### src/hdl/rv32_isa_pkg.sv
package rv32_isa_pkg;

    // --------------------
    // Instruction encoding
    // --------------------

    typedef enum logic [6:0] {
        op_load      = 7'b0000011,
        op_misc_mem  = 7'b0001111,
        op_op_imm    = 7'b0010011,
        op_auipc     = 7'b0010111,
        op_store     = 7'b0100011,
        op_op        = 7'b0110011,
        op_lui       = 7'b0110111,
        op_branch    = 7'b1100011,
        op_jalr      = 7'b1100111,
        op_jal       = 7'b1101111,
        op_system    = 7'b1110011
    } opcode_t;

    localparam logic [6:0] funct7_base = 7'b0000000;
    localparam logic [6:0] funct7_alt  = 7'b0100000;

    localparam logic [4:0] x0 = 5'd0;

    // imm_zero is the 5-bit CSR immediate in the rs1 field, zero-extended
    typedef enum logic [2:0] {
        imm_i    = 3'd0,
        imm_s    = 3'd1,
        imm_b    = 3'd2,
        imm_u    = 3'd3,
        imm_j    = 3'd4,
        imm_zero = 3'd5
    } imm_fmt_t;

    // --------------------
    // Control encodings
    // --------------------

    // Values follow funct3, so OP and OP-IMM map straight across
    typedef enum logic [2:0] {
        alu_add  = 3'b000,
        alu_sll  = 3'b001,
        alu_slt  = 3'b010,
        alu_sltu = 3'b011,
        alu_xor  = 3'b100,
        alu_srl  = 3'b101,
        alu_or   = 3'b110,
        alu_and  = 3'b111
    } alu_op_t;

    typedef enum logic [1:0] {alu_src1_rs1, alu_src1_pc, alu_src1_zero} alu_src1_t;
    typedef enum logic [1:0] {alu_src2_rs2, alu_src2_imm, alu_src2_four} alu_src2_t;

    typedef enum logic [1:0] {mem_width_byte, mem_width_half, mem_width_word} mem_width_t;

    typedef enum logic [1:0] {csr_op_write, csr_op_set, csr_op_clear} csr_op_t;

    typedef enum logic [1:0] {branch_never, branch_always, branch_cond} branch_op_t;

    localparam logic csr_src_rs1 = 1'b0;
    localparam logic csr_src_imm = 1'b1;

    localparam logic branch_pc_src_pc  = 1'b0;
    localparam logic branch_pc_src_rs1 = 1'b1;

endpackage

### src/hdl/rv32_pipe_pkg.sv
package rv32_pipe_pkg;

    // Decode to execute control bundle
    typedef struct packed {
        logic                     valid;
        logic [4:0]               rs1;
        logic [4:0]               rs2;
        rv32_isa_pkg::alu_op_t    alu_op;
        logic                     alu_sub_sra;
        rv32_isa_pkg::alu_src1_t  alu_src1;
        rv32_isa_pkg::alu_src2_t  alu_src2;
        logic                     mem_read;
        logic                     mem_write;
        rv32_isa_pkg::mem_width_t mem_width;
        logic                     mem_zero_extend;
        logic                     mem_fence;
        logic                     csr_read;
        logic                     csr_write;
        rv32_isa_pkg::csr_op_t    csr_write_op;
        logic                     csr_src;
        rv32_isa_pkg::branch_op_t branch_op;
        logic                     branch_pc_src;
        logic                     branch_predicted_taken;
        logic [4:0]               rd;
        logic                     rd_write;
    } ctrl_t;

    typedef struct packed {
        logic [31:0] pc;
        logic [31:0] rs1_value;
        logic [31:0] rs2_value;
        logic [31:0] imm_value;
        logic [11:0] csr;
    } data_t;

    typedef struct packed {
        logic [4:0]  rd;
        logic        write;
        logic [31:0] value;
    } wb_t;

    // Source usage of the instruction still sitting in decode
    typedef struct packed {
        logic [4:0] rs1;
        logic       rs1_read;
        logic [4:0] rs2;
        logic       rs2_read;
        logic       mem_fence;
    } src_use_t;

endpackage

### src/hdl/rv32_regs.sv
module rv32_regs (
    input  logic               clk,
    input  logic [4:0]         rs1,
    input  logic [4:0]         rs2,
    input  rv32_pipe_pkg::wb_t wb,
    output logic [31:0]        rs1_value,
    output logic [31:0]        rs2_value
);

    logic [31:0] regs [1:31];

    // x0 reads zero, and a same-cycle writeback bypasses the array
    function automatic logic [31:0] read_reg(input logic [4:0] idx);
        if (idx == rv32_isa_pkg::x0) begin
            return '0;
        end else if (wb.write && wb.rd == idx) begin
            return wb.value;
        end else begin
            return regs[idx];
        end
    endfunction

    always_comb begin
        rs1_value = read_reg(rs1);
        rs2_value = read_reg(rs2);
    end

    always_ff @(posedge clk) begin
        if (wb.write && wb.rd != rv32_isa_pkg::x0) begin
            regs[wb.rd] <= wb.value;
        end
    end

    // A value written to a register reads back on the next cycle
    write_reads_back: assert property (@(posedge clk)
        (wb.write && wb.rd != rv32_isa_pkg::x0)
        |=> (rs1 != $past(wb.rd) || (wb.write && wb.rd == rs1)
             || rs1_value == $past(wb.value))
            && (rs2 != $past(wb.rd) || (wb.write && wb.rd == rs2)
                || rs2_value == $past(wb.value)));

endmodule

### src/hdl/rv32_control_unit.sv
module rv32_control_unit (
    input  logic [31:0]            instr,
    output rv32_pipe_pkg::ctrl_t    ctrl,
    output rv32_pipe_pkg::src_use_t src_use,
    output rv32_isa_pkg::imm_fmt_t  imm_fmt
);

    logic [6:0] opcode;
    logic [2:0] funct3;
    logic [6:0] funct7;
    logic [4:0] rs1;
    logic [4:0] rs2;
    logic [4:0] rd;
    logic       legal;
    logic       rs1_read;
    logic       rs2_read;

    assign opcode = instr[6:0];
    assign funct3 = instr[14:12];
    assign funct7 = instr[31:25];
    assign rs1    = instr[19:15];
    assign rs2    = instr[24:20];
    assign rd     = instr[11:7];

    always_comb begin
        ctrl = '0;
        ctrl.rs1 = rs1;
        ctrl.rs2 = rs2;
        ctrl.rd = rd;
        ctrl.alu_op = rv32_isa_pkg::alu_add;
        ctrl.alu_src1 = rv32_isa_pkg::alu_src1_rs1;
        ctrl.alu_src2 = rv32_isa_pkg::alu_src2_rs2;
        ctrl.mem_width = rv32_isa_pkg::mem_width_word;
        ctrl.csr_write_op = rv32_isa_pkg::csr_op_write;
        ctrl.csr_src = rv32_isa_pkg::csr_src_rs1;
        ctrl.branch_op = rv32_isa_pkg::branch_never;
        ctrl.branch_pc_src = rv32_isa_pkg::branch_pc_src_pc;
        imm_fmt = rv32_isa_pkg::imm_i;
        legal = 1'b1;
        rs1_read = 1'b0;
        rs2_read = 1'b0;

        case (opcode)
            rv32_isa_pkg::op_lui: begin
                ctrl.alu_src1 = rv32_isa_pkg::alu_src1_zero;
                ctrl.alu_src2 = rv32_isa_pkg::alu_src2_imm;
                ctrl.rd_write = 1'b1;
                imm_fmt = rv32_isa_pkg::imm_u;
            end
            rv32_isa_pkg::op_auipc: begin
                ctrl.alu_src1 = rv32_isa_pkg::alu_src1_pc;
                ctrl.alu_src2 = rv32_isa_pkg::alu_src2_imm;
                ctrl.rd_write = 1'b1;
                imm_fmt = rv32_isa_pkg::imm_u;
            end
            rv32_isa_pkg::op_jal: begin
                // Link value pc+4 comes out of the ALU, target from pc+imm
                ctrl.alu_src1 = rv32_isa_pkg::alu_src1_pc;
                ctrl.alu_src2 = rv32_isa_pkg::alu_src2_four;
                ctrl.branch_op = rv32_isa_pkg::branch_always;
                ctrl.rd_write = 1'b1;
                imm_fmt = rv32_isa_pkg::imm_j;
            end
            rv32_isa_pkg::op_jalr: begin
                legal = (funct3 == 3'b000);
                rs1_read = 1'b1;
                ctrl.alu_src1 = rv32_isa_pkg::alu_src1_pc;
                ctrl.alu_src2 = rv32_isa_pkg::alu_src2_four;
                ctrl.branch_op = rv32_isa_pkg::branch_always;
                ctrl.branch_pc_src = rv32_isa_pkg::branch_pc_src_rs1;
                ctrl.rd_write = 1'b1;
            end
            rv32_isa_pkg::op_branch: begin
                // alu_op carries the branch funct3 so execute can pick the compare
                legal = (funct3[2:1] != 2'b01);
                rs1_read = 1'b1;
                rs2_read = 1'b1;
                ctrl.alu_op = rv32_isa_pkg::alu_op_t'(funct3);
                ctrl.branch_op = rv32_isa_pkg::branch_cond;
                imm_fmt = rv32_isa_pkg::imm_b;
            end
            rv32_isa_pkg::op_load: begin
                legal = (funct3 != 3'b011) && (funct3[2:1] != 2'b11);
                rs1_read = 1'b1;
                ctrl.alu_src2 = rv32_isa_pkg::alu_src2_imm;
                ctrl.mem_read = 1'b1;
                ctrl.mem_width = rv32_isa_pkg::mem_width_t'(funct3[1:0]);
                ctrl.mem_zero_extend = funct3[2];
                ctrl.rd_write = 1'b1;
            end
            rv32_isa_pkg::op_store: begin
                legal = (funct3[2] == 1'b0) && (funct3[1:0] != 2'b11);
                rs1_read = 1'b1;
                rs2_read = 1'b1;
                ctrl.alu_src2 = rv32_isa_pkg::alu_src2_imm;
                ctrl.mem_write = 1'b1;
                ctrl.mem_width = rv32_isa_pkg::mem_width_t'(funct3[1:0]);
                imm_fmt = rv32_isa_pkg::imm_s;
            end
            rv32_isa_pkg::op_op_imm: begin
                rs1_read = 1'b1;
                ctrl.alu_op = rv32_isa_pkg::alu_op_t'(funct3);
                ctrl.alu_src2 = rv32_isa_pkg::alu_src2_imm;
                ctrl.rd_write = 1'b1;
                if (funct3 == 3'b001) begin
                    legal = (funct7 == rv32_isa_pkg::funct7_base);
                end else if (funct3 == 3'b101) begin
                    legal = (funct7 == rv32_isa_pkg::funct7_base)
                         || (funct7 == rv32_isa_pkg::funct7_alt);
                    ctrl.alu_sub_sra = funct7[5];
                end
            end
            rv32_isa_pkg::op_op: begin
                rs1_read = 1'b1;
                rs2_read = 1'b1;
                ctrl.alu_op = rv32_isa_pkg::alu_op_t'(funct3);
                ctrl.rd_write = 1'b1;
                // Only ADD/SUB and SRL/SRA have an alternate funct7
                if (funct7 == rv32_isa_pkg::funct7_alt) begin
                    legal = (funct3 == 3'b000) || (funct3 == 3'b101);
                    ctrl.alu_sub_sra = 1'b1;
                end else begin
                    legal = (funct7 == rv32_isa_pkg::funct7_base);
                end
            end
            rv32_isa_pkg::op_misc_mem: begin
                legal = (funct3 == 3'b000);
                ctrl.mem_fence = 1'b1;
            end
            rv32_isa_pkg::op_system: begin
                legal = (funct3[1:0] != 2'b00);
                rs1_read = !funct3[2];
                ctrl.csr_read = 1'b1;
                ctrl.csr_src = funct3[2];
                ctrl.rd_write = 1'b1;
                imm_fmt = rv32_isa_pkg::imm_zero;
                case (funct3[1:0])
                    2'b10: ctrl.csr_write_op = rv32_isa_pkg::csr_op_set;
                    2'b11: ctrl.csr_write_op = rv32_isa_pkg::csr_op_clear;
                    default: ctrl.csr_write_op = rv32_isa_pkg::csr_op_write;
                endcase
                // Set and clear with a zero source leave the CSR untouched
                ctrl.csr_write = (funct3[1:0] == 2'b01) || (rs1 != rv32_isa_pkg::x0);
            end
            default: legal = 1'b0;
        endcase

        ctrl.valid = legal;
        if (!legal) begin
            rs1_read = 1'b0;
            rs2_read = 1'b0;
            ctrl.mem_read = 1'b0;
            ctrl.mem_write = 1'b0;
            ctrl.mem_fence = 1'b0;
            ctrl.csr_read = 1'b0;
            ctrl.csr_write = 1'b0;
            ctrl.branch_op = rv32_isa_pkg::branch_never;
            ctrl.rd_write = 1'b0;
        end
    end

    always_comb begin
        src_use.rs1 = rs1;
        src_use.rs1_read = rs1_read;
        src_use.rs2 = rs2;
        src_use.rs2_read = rs2_read;
        src_use.mem_fence = ctrl.mem_fence;
    end

endmodule

### src/hdl/rv32_imm_mux.sv
module rv32_imm_mux (
    input  rv32_isa_pkg::imm_fmt_t imm_fmt,
    input  logic [31:0]            instr,
    output logic [31:0]            imm_value
);

    always_comb begin
        case (imm_fmt)
            rv32_isa_pkg::imm_i: imm_value = {{21{instr[31]}}, instr[30:20]};
            rv32_isa_pkg::imm_s: imm_value = {{21{instr[31]}}, instr[30:25], instr[11:7]};
            rv32_isa_pkg::imm_b: begin
                imm_value = {{20{instr[31]}}, instr[7], instr[30:25], instr[11:8], 1'b0};
            end
            rv32_isa_pkg::imm_u: imm_value = {instr[31:12], 12'b0};
            rv32_isa_pkg::imm_j: begin
                imm_value = {{12{instr[31]}}, instr[19:12], instr[20], instr[30:21], 1'b0};
            end
            rv32_isa_pkg::imm_zero: imm_value = {27'b0, instr[19:15]};
            default: imm_value = '0;
        endcase
    end

endmodule

### src/hdl/rv32_decode.sv
module rv32_decode (
    input  logic                    clk,
    input  logic                    reset,
    input  logic                    stall,
    input  logic                    flush,
    input  logic                    branch_predicted_taken,
    input  logic [31:0]             pc,
    input  logic [31:0]             instr,
    input  rv32_pipe_pkg::wb_t      wb,
    output rv32_pipe_pkg::src_use_t src_use,
    output rv32_pipe_pkg::ctrl_t    ctrl,
    output rv32_pipe_pkg::data_t    data
);

    logic [4:0]             rs1_idx;
    logic [4:0]             rs2_idx;
    logic [11:0]            csr_addr;
    logic [31:0]            rs1_value;
    logic [31:0]            rs2_value;
    logic [31:0]            imm_value;
    rv32_isa_pkg::imm_fmt_t imm_fmt;
    rv32_pipe_pkg::ctrl_t   dec_ctrl;
    rv32_pipe_pkg::ctrl_t   next_ctrl;

    // Clears everything that could cause a side effect further down
    function automatic rv32_pipe_pkg::ctrl_t bubble(input rv32_pipe_pkg::ctrl_t c);
        rv32_pipe_pkg::ctrl_t b;
        b = c;
        b.valid = 1'b0;
        b.mem_read = 1'b0;
        b.mem_write = 1'b0;
        b.csr_read = 1'b0;
        b.csr_write = 1'b0;
        b.branch_op = rv32_isa_pkg::branch_never;
        b.rd_write = 1'b0;
        return b;
    endfunction

    assign rs1_idx  = instr[19:15];
    assign rs2_idx  = instr[24:20];
    assign csr_addr = instr[31:20];

    rv32_regs regs_inst (
        .clk(clk),
        .rs1(rs1_idx),
        .rs2(rs2_idx),
        .wb(wb),
        .rs1_value(rs1_value),
        .rs2_value(rs2_value)
    );

    rv32_control_unit control_unit_inst (
        .instr(instr),
        .ctrl(dec_ctrl),
        .src_use(src_use),
        .imm_fmt(imm_fmt)
    );

    rv32_imm_mux imm_mux_inst (
        .imm_fmt(imm_fmt),
        .instr(instr),
        .imm_value(imm_value)
    );

    always_comb begin
        next_ctrl = dec_ctrl;
        next_ctrl.branch_predicted_taken = branch_predicted_taken;
    end

    // --------------------
    // Stage register
    // --------------------

    always_ff @(posedge clk) begin
        if (reset) begin
            ctrl <= bubble(ctrl);
        end else if (!stall) begin
            ctrl <= flush ? bubble(next_ctrl) : next_ctrl;
        end
    end

    always_ff @(posedge clk) begin
        if (!stall) begin
            data <= '{pc: pc, rs1_value: rs1_value, rs2_value: rs2_value,
                      imm_value: imm_value, csr: csr_addr};
        end
    end

    no_store_branch_writeback: assert property (@(posedge clk) disable iff (reset)
        !stall |=> !(ctrl.valid && ctrl.rd_write)
                   || !($past(instr[6:0]) inside {rv32_isa_pkg::op_store,
                                                  rv32_isa_pkg::op_branch}));

    hold_under_stall: assert property (@(posedge clk) disable iff (reset)
        stall |=> $stable(ctrl) && $stable(data));

endmodule

### src/hdl/rv32_hazard.sv
module rv32_hazard (
    input  rv32_pipe_pkg::src_use_t src_use,
    input  rv32_pipe_pkg::ctrl_t    ex_ctrl,
    input  logic                    stall,
    input  logic                    flush,
    output logic                    decode_stall,
    output logic                    decode_flush,
    output logic                    fetch_stall
);

    logic ex_load;
    logic rs1_match;
    logic rs2_match;
    logic load_use;

    // A load in execute has no result until memory, so a reader must wait
    assign ex_load = ex_ctrl.valid && ex_ctrl.mem_read && ex_ctrl.rd_write
                  && ex_ctrl.rd != rv32_isa_pkg::x0;

    assign rs1_match = src_use.rs1_read && src_use.rs1 == ex_ctrl.rd;
    assign rs2_match = src_use.rs2_read && src_use.rs2 == ex_ctrl.rd;
    assign load_use  = ex_load && (rs1_match || rs2_match);

    assign decode_stall = stall;
    assign decode_flush = flush || (load_use && !stall);
    assign fetch_stall  = stall || (load_use && !flush);

endmodule

### src/hdl/rv32_decode_top.sv
module rv32_decode_top (
    input  logic                 clk,
    input  logic                 reset,
    input  logic                 stall,
    input  logic                 flush,
    input  logic                 branch_predicted_taken,
    input  logic [31:0]          pc,
    input  logic [31:0]          instr,
    input  rv32_pipe_pkg::wb_t   wb,
    output logic                 fetch_stall,
    output rv32_pipe_pkg::ctrl_t ctrl,
    output rv32_pipe_pkg::data_t data
);

    logic                    decode_stall;
    logic                    decode_flush;
    rv32_pipe_pkg::src_use_t src_use;

    rv32_decode decode_inst (
        .clk(clk),
        .reset(reset),
        .stall(decode_stall),
        .flush(decode_flush),
        .branch_predicted_taken(branch_predicted_taken),
        .pc(pc),
        .instr(instr),
        .wb(wb),
        .src_use(src_use),
        .ctrl(ctrl),
        .data(data)
    );

    // The stage output register is what execute is working on now
    rv32_hazard hazard_inst (
        .src_use(src_use),
        .ex_ctrl(ctrl),
        .stall(stall),
        .flush(flush),
        .decode_stall(decode_stall),
        .decode_flush(decode_flush),
        .fetch_stall(fetch_stall)
    );

endmodule

### config.mk
export PLATFORM = sky130hd
export DESIGN_NAME = rv32_decode_top
export DESIGN_NICKNAME = d
export VERILOG_FILES = /design/src/hdl/rv32_isa_pkg.sv /design/src/hdl/rv32_pipe_pkg.sv /design/src/hdl/rv32_regs.sv /design/src/hdl/rv32_control_unit.sv /design/src/hdl/rv32_imm_mux.sv /design/src/hdl/rv32_decode.sv /design/src/hdl/rv32_hazard.sv /design/src/hdl/rv32_decode_top.sv
export SDC_FILE = /design/constraint.sdc
export NUM_CORES = 1
export LEC_CHECK = 0
export BUFFER_PORTS_ARGS = -buffer_cell sky130_fd_sc_hd__buf_2
export CELL_PAD_IN_SITES_DETAIL_PLACEMENT = 1
export CELL_PAD_IN_SITES_GLOBAL_PLACEMENT = 1
export CORE_MARGIN = 2
export CORE_UTILIZATION = 35
export CTS_BUF_LIST = sky130_fd_sc_hd__clkbuf_16
export DETAILED_ROUTE_END_ITERATION = 10
export GPL_ROUTABILITY_DRIVEN = 0
export PLACE_DENSITY = 0.54
export SETUP_SLACK_MARGIN = 0.02
export SLEW_MARGIN = 15
export SYNTH_ARGS = -nofsm -noshare
export SYNTH_HDL_FRONTEND = slang
export SYNTH_HIERARCHICAL = 1
export SYNTH_SLANG_ARGS = --single-unit
### constraint.sdc
create_clock -name clk -period 4.8 [get_ports clk]
set_input_delay 0.24 -clock clk [delete_from_list [all_inputs] [get_ports clk]]
set_output_delay 0.24 -clock clk [all_outputs]
set_load 0.02 [all_outputs]
==> summary.txt <==
Syn nets: 3386
Setup violators final: 0
H-tree depth: 4
DRC: 0
CTS Buffer Depth: 3
Wire length on met3: 14.9 mm
DP Cell Count: 5422
Fin Clk Skew: 0.0206 ns
I/O pins: 288
Clock root buffer: clkbuf_16
Largest net degree at the start of global routing: 102
Max Fclk: 285 MHz
Hold crit path type: in -> reg
Via/cell ratio: 6.04
Clock net sink count: 1172
Final wirelength: 203 mm
Final Util: 41.2%
Clk slew on worst S/H paths: 0.06 ns
Non-Filler Instances: 5772
Synth warn: 6
Synth Cell Area: 54300 um2
Fraction of final layout cells sized beyond drive strength 1: 25.7%
Rel. slew slack: 13.5%
Initial antenna violation count: 16
Total track usage: 25.4%
Total Neg Setup Slack: 0 ns
Grt ovf: 0
DR pass1 iterations: 5
Synth Instances: 3279
Maximum fanout along the worst path: 4
Max-cap violation count: 0
Setup crit start kind: primary input
Fin crit period: 3.51 ns
Final slew viol count: 0
Routed len/inst: 35.2 um
Crit Path Category: in -> out
Die Wd: 398 um
Top Layer Used: met5
DP Worst Slack: 1.33 ns
Layout area overhead: 17.0%
Cts bufs inserted: 137
Routed met2 length: 96.7 mm
P_leak: 21.4 nW
Power per cell area: 381 nW/um2
Die height: 398 um
Die Footprint: 158000 um2
Worst Path Arrival: 3.27 ns
Pwr Total: 24.1 mW
CTS tree: done
I/O Buffers: 287
HPWL after DPL: 121 mm
DRT antenna net count: 0
Final WS setup: 1.29 ns
Crit share post-route: 73.2%
DR iter-0 viols: 3214
Vias in the first global route: 36549
Final #Nets: 3720
Crit. End Element: output port
Clk_lat worst skew: 0.77 ns
Standard-cell rows: 144
Core region area: 154000 um2
Final Hold Viols: 0
Avg Cell Area, Syn: 16.5 um2
First-pass GRT wire length: 284 mm
Met1 WL: 86.6 mm
Worst Path Required: 4.56 ns
RSZ-0062 raised after global routing: no
Peak VDD IR: 0.361 mV
Worst-Margin Slew: 1.30 ns
Detailed-route via count: 34841
Status: finished clean
Initial Utilization: 35.2%
## layer usage
metal  GRT usage (%)  vias to the layer above
li1                -                    14249
met1            34.8                    18735
met2            41.5                     1559
met3            4.74                      294
met4            7.16                        4
met5               0                        -
## power by group
part           switching [mW]  internal [mW]
logic                    1.48          0.801
clock network            4.31           5.89
registers               0.146           11.5
total                    5.94           18.2
## state kept, by name, summed over array words and instances (netlist names)
signal,count
decode_inst/regs_inst/regs,992
decode_inst/data,140
decode_inst/ctrl,40
## placed cells by master, fill, tap and decap left out, types with 21 or more instances in the layout
cell type / instances
edfxtp_1: 1164
mux2i_1: 362
mux4_2: 281
buf_2: 278
nand2_1: 172
clkbuf_16: 142
a21oi_1: 102
dlygate4sd3_1: 96
o22ai_1: 95
buf_4: 84
nor2_1: 83
a211oi_1: 82
inv_1: 37
a32o_1: 37
nor2_4: 35
nand3_1: 35
o21ai_0: 35
o211ai_1: 34
nor2b_1: 33
a22oi_1: 31
buf_12: 27
mux2_1: 27
clkinv_2: 26
clkinv_1: 26
o41ai_1: 26
nor3_1: 25
a22o_1: 21
mux2_2: 21
## critical path: stages
cell           delay (ns)
dlygate4sd3_1        0.54
buf_2                0.15
nor4_1               0.28
buf_4                0.20
a31oi_1              0.11
nor4_1               0.44
nor4b_4              0.13
a211oi_2             0.22
and2_0               0.15
a32oi_1              0.07
o41ai_1              0.49
buf_2                0.25
## per-stage QoR
stage / hold WS [ns] / area, um2
after detailed placement: 0.419 / 58200
after global placement: 0.421 / 58200
after global routing: 0.0456 / 63500
after floorplan: 0.339 / 54300
final: 0.0582 / 63500
after CTS: 0.0000910 / 63400
## final timing paths
path,start,to,slack [ns],cells past startpoint
worst max register to register,decode_inst/ctrl[4]$_DFFE_PP_,decode_inst/ctrl[14]$_SDFFE_PP0N_,1.83,7
worst min-delay path,wb[8],decode_inst/regs_inst/regs[13][8]$_DFFE_PP_,0.06,1
worst min register to register,decode_inst/ctrl[9]$_SDFFE_PP0N_,decode_inst/ctrl[9]$_SDFFE_PP0N_,0.51,1
worst max-delay path,instr[28],fetch_stall,1.29,12
## what timing repair did
item / CTS / global route
buffers inserted: 0 / 0
hold endpoints to repair: 889 / 0
gates resized for setup: 0 / 0
hold buffers: 96 / 0
## final cells by class
class / count / area [um2]
Multi-Input combinational cell: 1800 / 17800
Timing Repair Buffer: 490 / 3590
Inverter: 12 / 50.0
Clock buffer: 142 / 3550
Tap cell: 2044 / 2560
Antenna cell: 6 / 15.0
Clock inverter: 106 / 774
Sequential cell: 1172 / 35100
Fill cell: 15075 / 90600
No activity file was read; power rests on OpenSTA's default activity.
